`src/issue_pkg.sv`:
```
package issue_pkg;

localparam int unsigned DEFAULT_ROB_DEPTH = 8;

typedef logic [4:0] reg_addr_t;
typedef logic [2:0] rob_index_t;
typedef logic [1:0] rs_index_t;

// primary opcodes
localparam logic [5:0] OP_SPECIAL = 6'b000000;
localparam logic [5:0] OP_J       = 6'b000010;
localparam logic [5:0] OP_BEQ     = 6'b000100;
localparam logic [5:0] OP_BNE     = 6'b000101;
localparam logic [5:0] OP_ADDIU   = 6'b001001;
localparam logic [5:0] OP_ORI     = 6'b001101;
localparam logic [5:0] OP_LW      = 6'b100011;
localparam logic [5:0] OP_SW      = 6'b101011;

// funct codes under OP_SPECIAL
localparam logic [5:0] FN_MULT = 6'b011000;
localparam logic [5:0] FN_ADDU = 6'b100001;
localparam logic [5:0] FN_SUBU = 6'b100011;

typedef enum logic [2:0] {
	FU_NONE,
	FU_ALU,
	FU_LOAD,
	FU_STORE,
	FU_BRANCH,
	FU_MUL
} fu_t;

typedef struct packed {
	fu_t        fu;
	reg_addr_t  rs1;
	reg_addr_t  rs2;
	reg_addr_t  rd;
	logic [31:0] imm;
	logic       use_imm;
	logic       is_controlflow;
	logic [5:0] opcode;
} decoded_instr_t;

typedef struct packed {
	logic                   busy;
	fu_t                    fu;
	rs_index_t              rs_index;
	rob_index_t             reorder;
	logic [1:0]             operand_ready;
	rob_index_t [1:0]       operand_addr;
	logic [1:0][31:0]       operand_data;
	logic [31:0]            imm;
	logic                   delayslot;
} rs_entry_t;

endpackage

```
`src/instr_decoder.sv`:
```
module instr_decoder import issue_pkg::*; (
	input  logic [31:0]    instr_i,
	output decoded_instr_t decoded_o
);

logic [5:0] opcode;
logic [5:0] funct;
reg_addr_t  rs;
reg_addr_t  rt;
reg_addr_t  rd;
logic [31:0] imm_sext;
logic [31:0] imm_zext;

assign opcode   = instr_i[31:26];
assign funct    = instr_i[5:0];
assign rs       = instr_i[25:21];
assign rt       = instr_i[20:16];
assign rd       = instr_i[15:11];
assign imm_sext = {{16{instr_i[15]}}, instr_i[15:0]};
assign imm_zext = {16'b0, instr_i[15:0]};

always_comb begin
	decoded_o        = '0;
	decoded_o.fu     = FU_NONE;
	decoded_o.opcode = opcode;
	unique case (opcode)
		OP_SPECIAL: begin
			decoded_o.rs1 = rs;
			decoded_o.rs2 = rt;
			if (funct == FN_ADDU || funct == FN_SUBU) begin
				decoded_o.fu = FU_ALU;
				decoded_o.rd = rd;
			end else if (funct == FN_MULT) begin
				// result goes to hi/lo, no gpr destination
				decoded_o.fu = FU_MUL;
			end
		end
		OP_ADDIU, OP_ORI: begin
			decoded_o.fu      = FU_ALU;
			decoded_o.rs1     = rs;
			decoded_o.rd      = rt;
			decoded_o.use_imm = 1'b1;
			decoded_o.imm     = (opcode == OP_ORI) ? imm_zext : imm_sext;
		end
		OP_LW: begin
			decoded_o.fu      = FU_LOAD;
			decoded_o.rs1     = rs;
			decoded_o.rd      = rt;
			decoded_o.use_imm = 1'b1;
			decoded_o.imm     = imm_sext;
		end
		OP_SW: begin
			// operand 1 carries the store data
			decoded_o.fu  = FU_STORE;
			decoded_o.rs1 = rs;
			decoded_o.rs2 = rt;
			decoded_o.imm = imm_sext;
		end
		OP_BEQ, OP_BNE: begin
			decoded_o.fu             = FU_BRANCH;
			decoded_o.rs1            = rs;
			decoded_o.rs2            = rt;
			decoded_o.imm            = imm_sext;
			decoded_o.is_controlflow = 1'b1;
		end
		OP_J: begin
			decoded_o.fu             = FU_BRANCH;
			decoded_o.imm            = {6'b0, instr_i[25:0]};
			decoded_o.is_controlflow = 1'b1;
		end
		default: begin
			decoded_o.fu = FU_NONE;
		end
	endcase
end

endmodule

```
`src/issue_slot.sv`:
```
module issue_slot import issue_pkg::*; (
	input  logic             stall_i,
	input  logic             delayslot_i,
	input  logic             valid_i,
	input  decoded_instr_t   decoded_i,
	input  rob_index_t       reorder_i,
	input  logic [1:0][31:0] rdata_i,
	input  logic [1:0]       rpending_i,
	input  rob_index_t [1:0] rtag_i,

	input  logic             alu_ready_i,
	input  rs_index_t        alu_index_i,
	input  logic             lsu_ready_i,
	input  rs_index_t        lsu_index_i,
	input  logic             branch_ready_i,
	input  rs_index_t        branch_index_i,
	input  logic             mul_ready_i,

	output logic             alu_taken_o,
	output logic             lsu_taken_o,
	output logic             branch_taken_o,
	output logic             mul_taken_o,
	output rs_entry_t        rs_o
);

logic go;
logic is_lsu;
logic taken;

assign go     = valid_i & ~stall_i;
assign is_lsu = (decoded_i.fu == FU_LOAD) || (decoded_i.fu == FU_STORE);

assign alu_taken_o    = go && decoded_i.fu == FU_ALU && alu_ready_i;
assign lsu_taken_o    = go && is_lsu && lsu_ready_i;
assign branch_taken_o = go && decoded_i.fu == FU_BRANCH && branch_ready_i;
assign mul_taken_o    = go && decoded_i.fu == FU_MUL && mul_ready_i;

assign taken = alu_taken_o | lsu_taken_o | branch_taken_o | mul_taken_o;

always_comb begin
	rs_o = '0;
	if (taken) begin
		rs_o.busy      = 1'b1;
		rs_o.fu        = decoded_i.fu;
		rs_o.reorder   = reorder_i;
		rs_o.imm       = decoded_i.imm;
		rs_o.delayslot = delayslot_i;

		// multiplier has a single entry, index stays 0
		if (alu_taken_o)
			rs_o.rs_index = alu_index_i;
		else if (lsu_taken_o)
			rs_o.rs_index = lsu_index_i;
		else if (branch_taken_o)
			rs_o.rs_index = branch_index_i;

		for (int i = 0; i < 2; i++) begin
			rs_o.operand_ready[i] = ~rpending_i[i];
			rs_o.operand_addr[i]  = rtag_i[i];
			rs_o.operand_data[i]  = rdata_i[i];
		end

		// immediate replaces the second source
		if (decoded_i.use_imm)
			rs_o.operand_ready[1] = 1'b1;
	end
end

endmodule

```
`src/reg_status_table.sv`:
```
module reg_status_table import issue_pkg::*; (
	input  logic             clk,
	input  logic             rst_i,
	input  reg_addr_t [3:0]  raddr_i,
	input  logic [1:0]       mark_we_i,
	input  reg_addr_t [1:0]  mark_addr_i,
	input  rob_index_t [1:0] mark_tag_i,
	input  logic             wb_we_i,
	input  reg_addr_t        wb_addr_i,
	input  rob_index_t       wb_reorder_i,
	input  logic [31:0]      wb_data_i,
	output logic [3:0][31:0] rdata_o,
	output logic [3:0]       rpending_o,
	output rob_index_t [3:0] rtag_o
);

logic [31:0] regs [32];
logic [31:0] pending;
rob_index_t  tags [32];
logic        wb_hit;

// writeback only lands when it belongs to the latest rename
assign wb_hit = wb_we_i && wb_addr_i != '0 && pending[wb_addr_i]
	&& tags[wb_addr_i] == wb_reorder_i;

always_ff @(posedge clk) begin
	if (rst_i) begin
		pending <= '0;
		for (int i = 0; i < 32; i++)
			regs[i] <= '0;
	end else begin
		if (wb_hit) begin
			regs[wb_addr_i]    <= wb_data_i;
			pending[wb_addr_i] <= 1'b0;
		end
		// later slot overrides, issue overrides writeback
		for (int i = 0; i < 2; i++) begin
			if (mark_we_i[i] && mark_addr_i[i] != '0)
				pending[mark_addr_i[i]] <= 1'b1;
		end
	end
end

always_ff @(posedge clk) begin
	for (int i = 0; i < 2; i++) begin
		if (mark_we_i[i] && mark_addr_i[i] != '0)
			tags[mark_addr_i[i]] <= mark_tag_i[i];
	end
end

always_comb begin
	for (int i = 0; i < 4; i++) begin
		rtag_o[i] = tags[raddr_i[i]];
		if (raddr_i[i] == '0) begin
			rdata_o[i]    = '0;
			rpending_o[i] = 1'b0;
			rtag_o[i]     = '0;
		end else if (wb_hit && wb_addr_i == raddr_i[i]) begin
			rdata_o[i]    = wb_data_i;
			rpending_o[i] = 1'b0;
		end else begin
			rdata_o[i]    = regs[raddr_i[i]];
			rpending_o[i] = pending[raddr_i[i]];
		end
	end
end

endmodule

```
`src/rob_alloc.sv`:
```
module rob_alloc import issue_pkg::*; #(
	parameter int unsigned ROB_DEPTH = DEFAULT_ROB_DEPTH
) (
	input  logic             clk,
	input  logic             rst_i,
	input  logic [1:0]       issue_count_i,
	input  logic [1:0]       retire_i,
	output rob_index_t [1:0] tag_o,
	output logic             rob_low_o
);

localparam int unsigned CNT_W = $clog2(ROB_DEPTH + 1);

rob_index_t                     tail;
logic [CNT_W-1:0]               count;
logic [$bits(rob_index_t):0]    tail_sum;

assign tag_o[0] = tail;
assign tag_o[1] = (tail == rob_index_t'(ROB_DEPTH - 1)) ? '0 : tail + 1'b1;

// fewer than two free entries left
assign rob_low_o = count > CNT_W'(ROB_DEPTH - 2);

assign tail_sum = tail + issue_count_i;

always_ff @(posedge clk) begin
	if (rst_i) begin
		tail  <= '0;
		count <= '0;
	end else begin
		if (tail_sum >= ROB_DEPTH)
			tail <= rob_index_t'(tail_sum - ROB_DEPTH);
		else
			tail <= rob_index_t'(tail_sum);
		count <= count + CNT_W'(issue_count_i) - CNT_W'(retire_i);
	end
end

endmodule

```
`src/instr_issue.sv`:
```
module instr_issue import issue_pkg::*; (
	input  logic                  [1:0] fetch_valid_i,
	input  decoded_instr_t        [1:0] decoded_i,
	output logic                  [1:0] fetch_ack_o,

	input  logic                  rob_low_i,
	input  rob_index_t            [1:0] rob_tag_i,

	input  logic                  [1:0] alu_ready_i,
	input  rs_index_t             [1:0] alu_index_i,
	output logic                  [1:0] alu_taken_o,
	input  logic                  lsu_locked_i,
	input  logic                  [1:0] lsu_ready_i,
	input  rs_index_t             [1:0] lsu_index_i,
	output logic                  [1:0] lsu_taken_o,
	input  logic                  branch_ready_i,
	input  rs_index_t             branch_index_i,
	output logic                  [1:0] branch_taken_o,
	input  logic                  mul_ready_i,
	output logic                  [1:0] mul_taken_o,
	output rs_entry_t             [1:0] rs_o,

	output reg_addr_t             [3:0] raddr_o,
	input  logic [3:0][31:0]      rdata_i,
	input  logic                  [3:0] rpending_i,
	input  rob_index_t            [3:0] rtag_i,

	output logic                  [1:0] mark_we_o,
	output reg_addr_t             [1:0] mark_addr_o,
	output rob_index_t            [1:0] mark_tag_o,
	output logic                  [1:0] issue_count_o
);

logic            stall;
logic      [1:0] instr_valid;
rs_entry_t [1:0] rs;
logic            alu_ready_1, lsu_ready_1;
rs_index_t       alu_index_1, lsu_index_1;
rob_index_t      reorder_1;
fu_t             fu0, fu1;

assign fu0 = decoded_i[0].fu;
assign fu1 = decoded_i[1].fu;

// a branch waits until its delay slot is fetched
assign stall = rob_low_i | (decoded_i[0].is_controlflow & ~fetch_valid_i[1]);

assign instr_valid[0] = fetch_valid_i[0] && !(fu0 == FU_LOAD && lsu_locked_i);
assign instr_valid[1] = fetch_valid_i[1]
	&& rs[0].busy
	&& !decoded_i[1].is_controlflow
	&& !(fu0 == FU_MUL && fu1 == FU_MUL)
	&& !(fu0 == FU_STORE && fu1 == FU_STORE)
	&& !(fu0 == FU_STORE && fu1 == FU_LOAD)
	&& !(fu1 == FU_LOAD && lsu_locked_i);

issue_slot slot_0_i (
	.stall_i        ( stall              ),
	.delayslot_i    ( 1'b0               ),
	.valid_i        ( instr_valid[0]     ),
	.decoded_i      ( decoded_i[0]       ),
	.reorder_i      ( rob_tag_i[0]       ),
	.rdata_i        ( rdata_i[1:0]       ),
	.rpending_i     ( rpending_i[1:0]    ),
	.rtag_i         ( rtag_i[1:0]        ),
	.alu_ready_i    ( alu_ready_i[0]     ),
	.alu_index_i    ( alu_index_i[0]     ),
	.lsu_ready_i    ( lsu_ready_i[0]     ),
	.lsu_index_i    ( lsu_index_i[0]     ),
	.branch_ready_i ( branch_ready_i     ),
	.branch_index_i ( branch_index_i     ),
	.mul_ready_i    ( mul_ready_i        ),
	.alu_taken_o    ( alu_taken_o[0]     ),
	.lsu_taken_o    ( lsu_taken_o[0]     ),
	.branch_taken_o ( branch_taken_o[0]  ),
	.mul_taken_o    ( mul_taken_o[0]     ),
	.rs_o           ( rs[0]              )
);

// slot 1 may fall back to entry 0 when slot 0 left it free
assign alu_ready_1 = alu_ready_i[1] | (alu_ready_i[0] & ~alu_taken_o[0]);
assign alu_index_1 = alu_ready_i[1] ? alu_index_i[1] : alu_index_i[0];
assign lsu_ready_1 = lsu_ready_i[1] | (lsu_ready_i[0] & ~lsu_taken_o[0]);
assign lsu_index_1 = lsu_ready_i[1] ? lsu_index_i[1] : lsu_index_i[0];
assign reorder_1   = rs[0].busy ? rob_tag_i[1] : rob_tag_i[0];

issue_slot slot_1_i (
	.stall_i        ( stall                     ),
	.delayslot_i    ( decoded_i[0].is_controlflow ),
	.valid_i        ( instr_valid[1]            ),
	.decoded_i      ( decoded_i[1]              ),
	.reorder_i      ( reorder_1                 ),
	.rdata_i        ( rdata_i[3:2]              ),
	.rpending_i     ( rpending_i[3:2]           ),
	.rtag_i         ( rtag_i[3:2]               ),
	.alu_ready_i    ( alu_ready_1               ),
	.alu_index_i    ( alu_index_1               ),
	.lsu_ready_i    ( lsu_ready_1               ),
	.lsu_index_i    ( lsu_index_1               ),
	.branch_ready_i ( 1'b0                      ),
	.branch_index_i ( '0                        ),
	.mul_ready_i    ( mul_ready_i               ),
	.alu_taken_o    ( alu_taken_o[1]            ),
	.lsu_taken_o    ( lsu_taken_o[1]            ),
	.branch_taken_o ( branch_taken_o[1]         ),
	.mul_taken_o    ( mul_taken_o[1]            ),
	.rs_o           ( rs[1]                     )
);

// slot 1 sources written by slot 0 wait on slot 0's tag
always_comb begin
	rs_o = rs;
	if (rs[1].busy && decoded_i[0].rd != '0) begin
		if (decoded_i[0].rd == decoded_i[1].rs1) begin
			rs_o[1].operand_ready[0] = 1'b0;
			rs_o[1].operand_addr[0]  = rs[0].reorder;
		end
		if (!decoded_i[1].use_imm && decoded_i[0].rd == decoded_i[1].rs2) begin
			rs_o[1].operand_ready[1] = 1'b0;
			rs_o[1].operand_addr[1]  = rs[0].reorder;
		end
	end
end

assign issue_count_o = {1'b0, rs[0].busy} + {1'b0, rs[1].busy};
assign fetch_ack_o   = issue_count_o;

for (genvar i = 0; i < 2; i++) begin : gen_ports
	assign raddr_o[i * 2]     = decoded_i[i].rs1;
	assign raddr_o[i * 2 + 1] = decoded_i[i].rs2;

	assign mark_we_o[i]   = rs[i].busy && decoded_i[i].rd != '0;
	assign mark_addr_o[i] = decoded_i[i].rd;
	assign mark_tag_o[i]  = rs[i].reorder;
end

endmodule

```
`src/issue_top.sv`:
```
module issue_top import issue_pkg::*; #(
	parameter int unsigned ROB_DEPTH = DEFAULT_ROB_DEPTH
) (
	input  logic             clk,
	input  logic             rst_i,
	input  logic [1:0]       fetch_valid_i,
	input  logic [1:0][31:0] fetch_instr_i,
	output logic [1:0]       fetch_ack_o,

	input  logic [1:0]       alu_ready_i,
	input  rs_index_t [1:0]  alu_index_i,
	input  logic [1:0]       lsu_ready_i,
	input  rs_index_t [1:0]  lsu_index_i,
	input  logic             lsu_locked_i,
	input  logic             branch_ready_i,
	input  rs_index_t        branch_index_i,
	input  logic             mul_ready_i,
	output logic [1:0]       alu_taken_o,
	output logic [1:0]       lsu_taken_o,
	output logic [1:0]       branch_taken_o,
	output logic [1:0]       mul_taken_o,
	output rs_entry_t [1:0]  rs_o,

	input  logic             wb_we_i,
	input  reg_addr_t        wb_addr_i,
	input  rob_index_t       wb_reorder_i,
	input  logic [31:0]      wb_data_i,
	input  logic [1:0]       retire_i
);

decoded_instr_t [1:0] decoded;
reg_addr_t [3:0]      raddr;
logic [3:0][31:0]     rdata;
logic [3:0]           rpending;
rob_index_t [3:0]     rtag;
logic [1:0]           mark_we;
reg_addr_t [1:0]      mark_addr;
rob_index_t [1:0]     mark_tag;
rob_index_t [1:0]     rob_tag;
logic                 rob_low;
logic [1:0]           issue_count;

for (genvar i = 0; i < 2; i++) begin : gen_decoder
	instr_decoder decoder_i (
		.instr_i   ( fetch_instr_i[i] ),
		.decoded_o ( decoded[i]       )
	);
end

instr_issue issue_i (
	.fetch_valid_i  ( fetch_valid_i  ),
	.decoded_i      ( decoded        ),
	.fetch_ack_o    ( fetch_ack_o    ),
	.rob_low_i      ( rob_low        ),
	.rob_tag_i      ( rob_tag        ),
	.alu_ready_i    ( alu_ready_i    ),
	.alu_index_i    ( alu_index_i    ),
	.alu_taken_o    ( alu_taken_o    ),
	.lsu_locked_i   ( lsu_locked_i   ),
	.lsu_ready_i    ( lsu_ready_i    ),
	.lsu_index_i    ( lsu_index_i    ),
	.lsu_taken_o    ( lsu_taken_o    ),
	.branch_ready_i ( branch_ready_i ),
	.branch_index_i ( branch_index_i ),
	.branch_taken_o ( branch_taken_o ),
	.mul_ready_i    ( mul_ready_i    ),
	.mul_taken_o    ( mul_taken_o    ),
	.rs_o           ( rs_o           ),
	.raddr_o        ( raddr          ),
	.rdata_i        ( rdata          ),
	.rpending_i     ( rpending       ),
	.rtag_i         ( rtag           ),
	.mark_we_o      ( mark_we        ),
	.mark_addr_o    ( mark_addr      ),
	.mark_tag_o     ( mark_tag       ),
	.issue_count_o  ( issue_count    )
);

reg_status_table status_i (
	.clk          ( clk          ),
	.rst_i        ( rst_i        ),
	.raddr_i      ( raddr        ),
	.mark_we_i    ( mark_we      ),
	.mark_addr_i  ( mark_addr    ),
	.mark_tag_i   ( mark_tag     ),
	.wb_we_i      ( wb_we_i      ),
	.wb_addr_i    ( wb_addr_i    ),
	.wb_reorder_i ( wb_reorder_i ),
	.wb_data_i    ( wb_data_i    ),
	.rdata_o      ( rdata        ),
	.rpending_o   ( rpending     ),
	.rtag_o       ( rtag         )
);

rob_alloc #(
	.ROB_DEPTH ( ROB_DEPTH )
) rob_i (
	.clk           ( clk         ),
	.rst_i         ( rst_i       ),
	.issue_count_i ( issue_count ),
	.retire_i      ( retire_i    ),
	.tag_o         ( rob_tag     ),
	.rob_low_o     ( rob_low     )
);

endmodule

```
`config.mk`:
```
export PLATFORM = sky130hd
export DESIGN_NAME = issue_top
export DESIGN_NICKNAME = d
export VERILOG_FILES = /design/src/issue_pkg.sv /design/src/instr_decoder.sv /design/src/issue_slot.sv /design/src/reg_status_table.sv /design/src/rob_alloc.sv /design/src/instr_issue.sv /design/src/issue_top.sv
export SDC_FILE = /design/constraint.sdc
export NUM_CORES = 2
export LEC_CHECK = 0
export ABC_CLOCK_PERIOD_IN_PS = 7900
export BUFFER_PORTS_ARGS = -buffer_cell sky130_fd_sc_hd__buf_2
export CAP_MARGIN = 0
export CORE_MARGIN = 3
export CORE_UTILIZATION = 35
export CTS_CLUSTER_SIZE = 16
export DETAILED_ROUTE_END_ITERATION = 12
export GPL_TIMING_DRIVEN = 0
export PLACE_DENSITY_LB_ADDON = 0.25
export SETUP_SLACK_MARGIN = 0.5
export SLEW_MARGIN = 20
export SYNTH_ARGS = -nofsm -noshare
export SYNTH_HDL_FRONTEND = slang
export SYNTH_HIERARCHICAL = 1
export SYNTH_SLANG_ARGS = --single-unit
```
`constraint.sdc`:
```
create_clock -name clk -period 7.9 [get_ports clk]
set_clock_uncertainty 0.15 [all_clocks]
set_input_delay 0.79 -clock clk [delete_from_list [all_inputs] [get_ports clk]]
set_output_delay 0.79 -clock clk [all_outputs]
set_load 0.005 [all_outputs]
```
* Word level (Yosys, flattened, before mapping) *
Memory sizes are Yosys's and may differ from the RTL's.
Index checks and enable logic that the tools add are counted.

cells by class
  bitwise logic cells = 25
  equal/unequal tests = 37
  multiplexer cells = 94
  reductions and logical operators = 75
  magnitude comparators = 12
  $add $sub $neg = 6

operators with widths
  kind                number
  $mux 32             16
  $mux 114            2
  $pmux 32 s3         2
  $or 32x32->32       2
  $eq 6x6->1 const B  8
  $logic_and 1x1->1   42
  $lt 5x6->1 const B  7
  $mux 3              13
  $mux 5              7
  $mux 1              34
  $and 32x32->32      1
  $not 32->32         1
  $reduce_or 32->1    1
  $eq 5x5->1          6
  $pmux 3 s5          2
  $bmux 1 s5          5
  $eq 6x3->1 const B  4
  $eq 6x4->1 const B  4
  $logic_not 5->1     4
  $pmux 5 s2          2
  $reduce_or 4->1     4
  $demux 1 s5         3
  $ge 5x1->1 const B  3
  $reduce_bool 5->1   3
  25 further kinds    73

storage, ports and cells
  bits in registers = 39
  memory bits (writable) = 1120
  output and inout port bits = 238
  memories kept = 2

memory list
  name           words  bits a word  rd ports  clocked after Yosys merged registers in  write ports  line                    text
  status_i.regs  32     32           4         0                                        32           reg_status_table.sv:17  logic [31:0] regs [32];
  status_i.tags  32     3            5         0                                        2            reg_status_table.sv:19  rob_index_t tags [32];

* Logic depth before layout (Yosys ltp) *
  depth in word-level cells = 31
  depth in mapped cells = 29

* Hierarchy *
The synthesis kept the hierarchy.

by module, submodules not included
  module            seq. area each (sq um)  area each (sq um)  cells an instance  times used
  reg_status_table  34272.9                 82090.0            5451               1
  issue_slot        0.0                     1482.7             277                2
  instr_decoder     0.0                     818.3              109                2
  instr_issue       0.0                     724.4              92                 1
  rob_alloc         140.1                   446.7              46                 1

* Least setup slack after synthesis *
No wires, ideal clock.

  kind = input to register
  start point = in fetch_instr_i[27] (netlist bit)
  end point = reg rob_i.count[3]
  buffers on the path = 8
  data arrival time = 6263 ps
  stages on the path = 29
  slack = 1364 ps
  setup time = 123 ps
  cell sequence = buf_2 > nor4_1 > nand4_1 > a21boi_1 > inv_1 > a41oi_1 > nor3b_4 > o211ai_1 > buf_4 > buf_6 > nand3_1 > buf_4 > nand2_1 > nor4_1 > nor3b_4 > o211ai_1 > buf_4 > buf_6 > nand3_1 > buf_4 > ha_1 > buf_4 > inv_1 > fa_1 > inv_1 > ha_1 > a21o_1 > a21oi_2 > mux2_1

RTL lines
  element                 line             text
  start: declaration      issue_top.sv:7   input logic [1:0][31:0] fetch_instr_i,
  end signal: assignment  rob_alloc.sv:35  count <= count + CNT_W'(issue_count_i) - CNT_W'(retire_i);
  end: declaration        rob_alloc.sv:15  logic [CNT_W-1:0] count;

==> results.md <==
Status:
- The flow ran to the end, and the final reports show no timing, DRC or antenna violations.

Drt:
- The mean number of vias per cell is approximately 7.
- The length of routed wiring on met1 is between 150000 and 200000 um.
- The final route contains 73200 vias.
- The average wire per cell in the routed design is 45.7 um.
- The DRC violations left is 0.
- In the detailed route, the total length drawn on met3 is between 70000 and 80000 um.
- The count of nets left with antenna violations once routing finished came out at 0.
- After detailed routing, no signal wire sits above met5.
- In this run, the number of DRC markers left after iteration 0 of detailed routing was about 13000.
- The wire length on met2 is roughly 200000 um.
- The routed design has between 400000 and 500000 um of wire.
- For this run, the detailed router's first-pass iteration total came to 8.

STA:
- Timing would allow up to 0.132 GHz.
- The ratio of final minimum period to clock period is a little over nine tenths.
- The count of final hold-check violations is 0.
- Setup violations remaining at the end of the flow were counted as 0.
- The hold slack is approximately 0.23 ns.
- The number of max-slew violations in the final report is 0.
- The final period demand of the worst path is about 7.6 ns.
- Setup repair after global routing could not meet its margin everywhere.
- Headroom to the max-slew limit came out at roughly 7%.
- At the pin with the least slew margin, the transition time is around 1.4 ns.

Layout:
- The layout-stage area growth over the synthesis result is 14.9%.
- Measured on the finished design, the core utilization comes to between 40% and 50%.
- Fill cells in the final layout number around 24000.
- In the final layout, the share of cells above drive strength 1 is around 41%.
- In the final design database the tool counted 7089 nets.

Global routing:
- The all-layer global routing usage is 36.4%.
- The initial antenna violation count was 40.
- The total congestion overflow is 0.
- The first-pass GRT wire length is around 630000 um.
- Entering global routing, the biggest net connects 33 pins.
- The number of global-route vias before repair is roughly 69000.

Power:
- Combinational logic is responsible for 15.4% of the overall power.
- Net switching is 28.5% of the power.
- Of the total power, the clock network draws between 40 and 50%.
- The worst-case IR drop observed on VDD is approximately 180 uV.
- The part of the total power dissipated in sequential elements is 43.2%.
- In this run the power spent charging and discharging nets is roughly 0.0047 W.
- The total power divided by cell area is approximately 160 nW/um^2.
- The cell-internal power is 0.0117 W.
- Summed over all cells, the static leakage comes to 31.2 nW.

Setup path:
- Data on the critical path arrives at its endpoint at 6.66 ns.
- The startpoint kind of the worst setup timing path is a primary input.
- The critical path capture point type is a primary output.
- The worst setup path is of the primary input to primary output kind.
- STA puts the critical path data required time at 6.96 ns.
- In this run the worst path has a maximum fanout of 10.

CTS:
- Clock tree synthesis selected as its root buffer the cell sky130_fd_sc_hd__clkbuf_16.
- At the later pin of the worst-skew pair, clock insertion delay measures 0.83 ns.
- The clock transition at the register clock pins on the worst setup and hold paths after CTS is roughly 0.060 ns.
- The quantity of hold-fixing buffers added after cts is 0.
- The number of H-tree levels is 4.
- The TritonCTS sink count is about 1200.
- TritonCTS created ~140 clock buffers.
- The clock tree from TritonCTS is built.
- The clock passes through at most 3 buffers.

Yosys:
- The post-synthesis average cell area is about 14 sq um.
- The yosys synthesis warning count is 6.
- Synthesis produced a netlist whose cell count is roughly 6300.
- After synthesis the cells add up to 87800 sq um.

Die:
- For this configuration, the core starts out at a cell density of about a third.
- Pin placement for this block handled 366 I/O pins.
- The core region is around 250000 sq um.
- The floorplan has ~180 rows.
- The area of the die is approximately 260000 sq um.
- The floorplan step set the die height to approximately 500 um.
- The width of the chip is around 500 um.

Worst hold path:
- The path type of the worst min-delay path is primary input to register.

Placed design:
- The final weighted congestion in routability-driven placement is 1.07.
- The number of I/O port buffers is between 300 and 400.
- The wire-length estimate of the detail-placed layout is 357000 um.

Job:
- The count of max-cap constraint violations is 0.
## flip-flops by register name, summed over array words and instances, names as in the netlist
| signal | flops |
|---|---|
| status_i/tags | 96 |
| status_i/regs | 1024 |
| status_i/pending | 32 |
| rob_i/count | 4 |
| rob_i/tail | 3 |
## placed cells by master, fill, tap and decap left out, types with 24 or more instances in the layout
master and n:
sky130_fd_sc_hd__a31oi_1 199, sky130_fd_sc_hd__clkbuf_1 285, sky130_fd_sc_hd__buf_2 591, sky130_fd_sc_hd__nand2_1 355
sky130_fd_sc_hd__buf_4 73, sky130_fd_sc_hd__nand3_1 40, sky130_fd_sc_hd__o31ai_2 60, sky130_fd_sc_hd__inv_1 246
sky130_fd_sc_hd__conb_1 39, sky130_fd_sc_hd__a211oi_1 33, sky130_fd_sc_hd__clkbuf_2 144, sky130_fd_sc_hd__clkinv_1 40
sky130_fd_sc_hd__o22ai_1 44, sky130_fd_sc_hd__o21ai_1 38, sky130_fd_sc_hd__a211oi_2 31, sky130_fd_sc_hd__a31o_4 31
sky130_fd_sc_hd__diode_2 45, sky130_fd_sc_hd__nor3_1 71, sky130_fd_sc_hd__buf_1 24, sky130_fd_sc_hd__clkbuf_16 144
sky130_fd_sc_hd__buf_6 39, sky130_fd_sc_hd__nor2_1 1070, sky130_fd_sc_hd__mux2_2 132, sky130_fd_sc_hd__nand4b_1 69
sky130_fd_sc_hd__dfxtp_1 39, sky130_fd_sc_hd__mux2i_1 206, sky130_fd_sc_hd__nor3b_1 26, sky130_fd_sc_hd__buf_16 26
sky130_fd_sc_hd__mux4_2 1440, sky130_fd_sc_hd__edfxtp_1 1120
## final timing paths
check	end	start	slack, ns	depth (start not counted)
worst min register to register	status_i/pending[0]	status_i/pending[0]	0.37	1
worst max register to register	status_i/pending[21]	rob_i/count[3]	1.42	25
worst min-delay path	status_i/regs[19][12]	wb_data_i[12]	0.23	3
worst max-delay path	rs_o[68]	fetch_instr_i[29]	0.30	17
## metrics by stage
stage / cells / cell area, sq um / setup slack [ns] / TNS [ns] / power (W)
5_1_grt: 10400 / 101000 / 0.500 / 0 / 0.0167
2_1_floorplan: 6386 / 87900 / 1.36 / 0 / 0.00850
6_report: 10400 / 101000 / 0.305 / 0 / 0.0164
3_3_place_gp: 10100 / 93900 / -1.24 / -71.74 / 0.00953
3_5_place_dp: 10100 / 95600 / -0.767 / -32.82 / 0.00962
4_1_cts: 10400 / 100000 / 0.513 / 0 / 0.0163
## power groups by stage
stage          logic [W]  registers [W]  clock network [W]
3_3_place_gp     0.00232        0.00721                  0
2_1_floorplan    0.00135        0.00716                  0
5_1_grt          0.00252        0.00712            0.00704
3_5_place_dp     0.00240        0.00722                  0
4_1_cts          0.00241        0.00709            0.00679
6_report         0.00254        0.00710            0.00678
## routing by layer
metal	track usage, %	vias up
met5	0.500	-
met4	29.5	20
met3	15.2	1503
met2	51.1	7444
met1	43.7	37400
li1	-	26800
## critical path: stages
cell and delay (ns):
sky130_fd_sc_hd__buf_4 0.15, sky130_fd_sc_hd__or3_1 0.38, sky130_fd_sc_hd__a2bb2oi_1 0.21, sky130_fd_sc_hd__nor3b_1 0.28, sky130_fd_sc_hd__buf_4 0.21, sky130_fd_sc_hd__clkbuf_2 0.56
sky130_fd_sc_hd__buf_2 0.53, sky130_fd_sc_hd__clkdlybuf4s15_2 0.63, sky130_fd_sc_hd__clkbuf_2 0.53, sky130_fd_sc_hd__nor3_1 0.14, sky130_fd_sc_hd__nand2_2 0.36, sky130_fd_sc_hd__clkbuf_1 0.62
sky130_fd_sc_hd__nand2_1 0.11, sky130_fd_sc_hd__mux2i_1 0.18, sky130_fd_sc_hd__inv_1 0.07, sky130_fd_sc_hd__a31oi_1 0.58, sky130_fd_sc_hd__buf_2 0.24
## area by class of cell
| class | instances | area (sq um) | share of cell area (%) |
|---|---|---|---|
| antenna | 45 | 113 | 0.112 |
| buffer | 777 | 3960 | 3.92 |
| clock inverter | 97 | 987 | 0.979 |
| timing repair buffer | 418 | 3050 | 3.03 |
| tap | 3330 | 4170 | 4.13 |
| clock buffer | 166 | 3730 | 3.70 |
| inverter | 250 | 938 | 0.931 |
| sequential | 1159 | 34400 | 34.1 |
| multi-input combinational | 4200 | 49500 | 49.1 |
## repair_timing
| item | 4_1_cts | 5_1_grt |
|---|---|---|
| pin swaps | 3 | 1 |
| gates resized for setup | 32 | 44 |
| buffers inserted | 6 | 4 |
| endpoints found under the setup margin | 95 | 140 |
No activity file was read; power rests on OpenSTA's default activity.
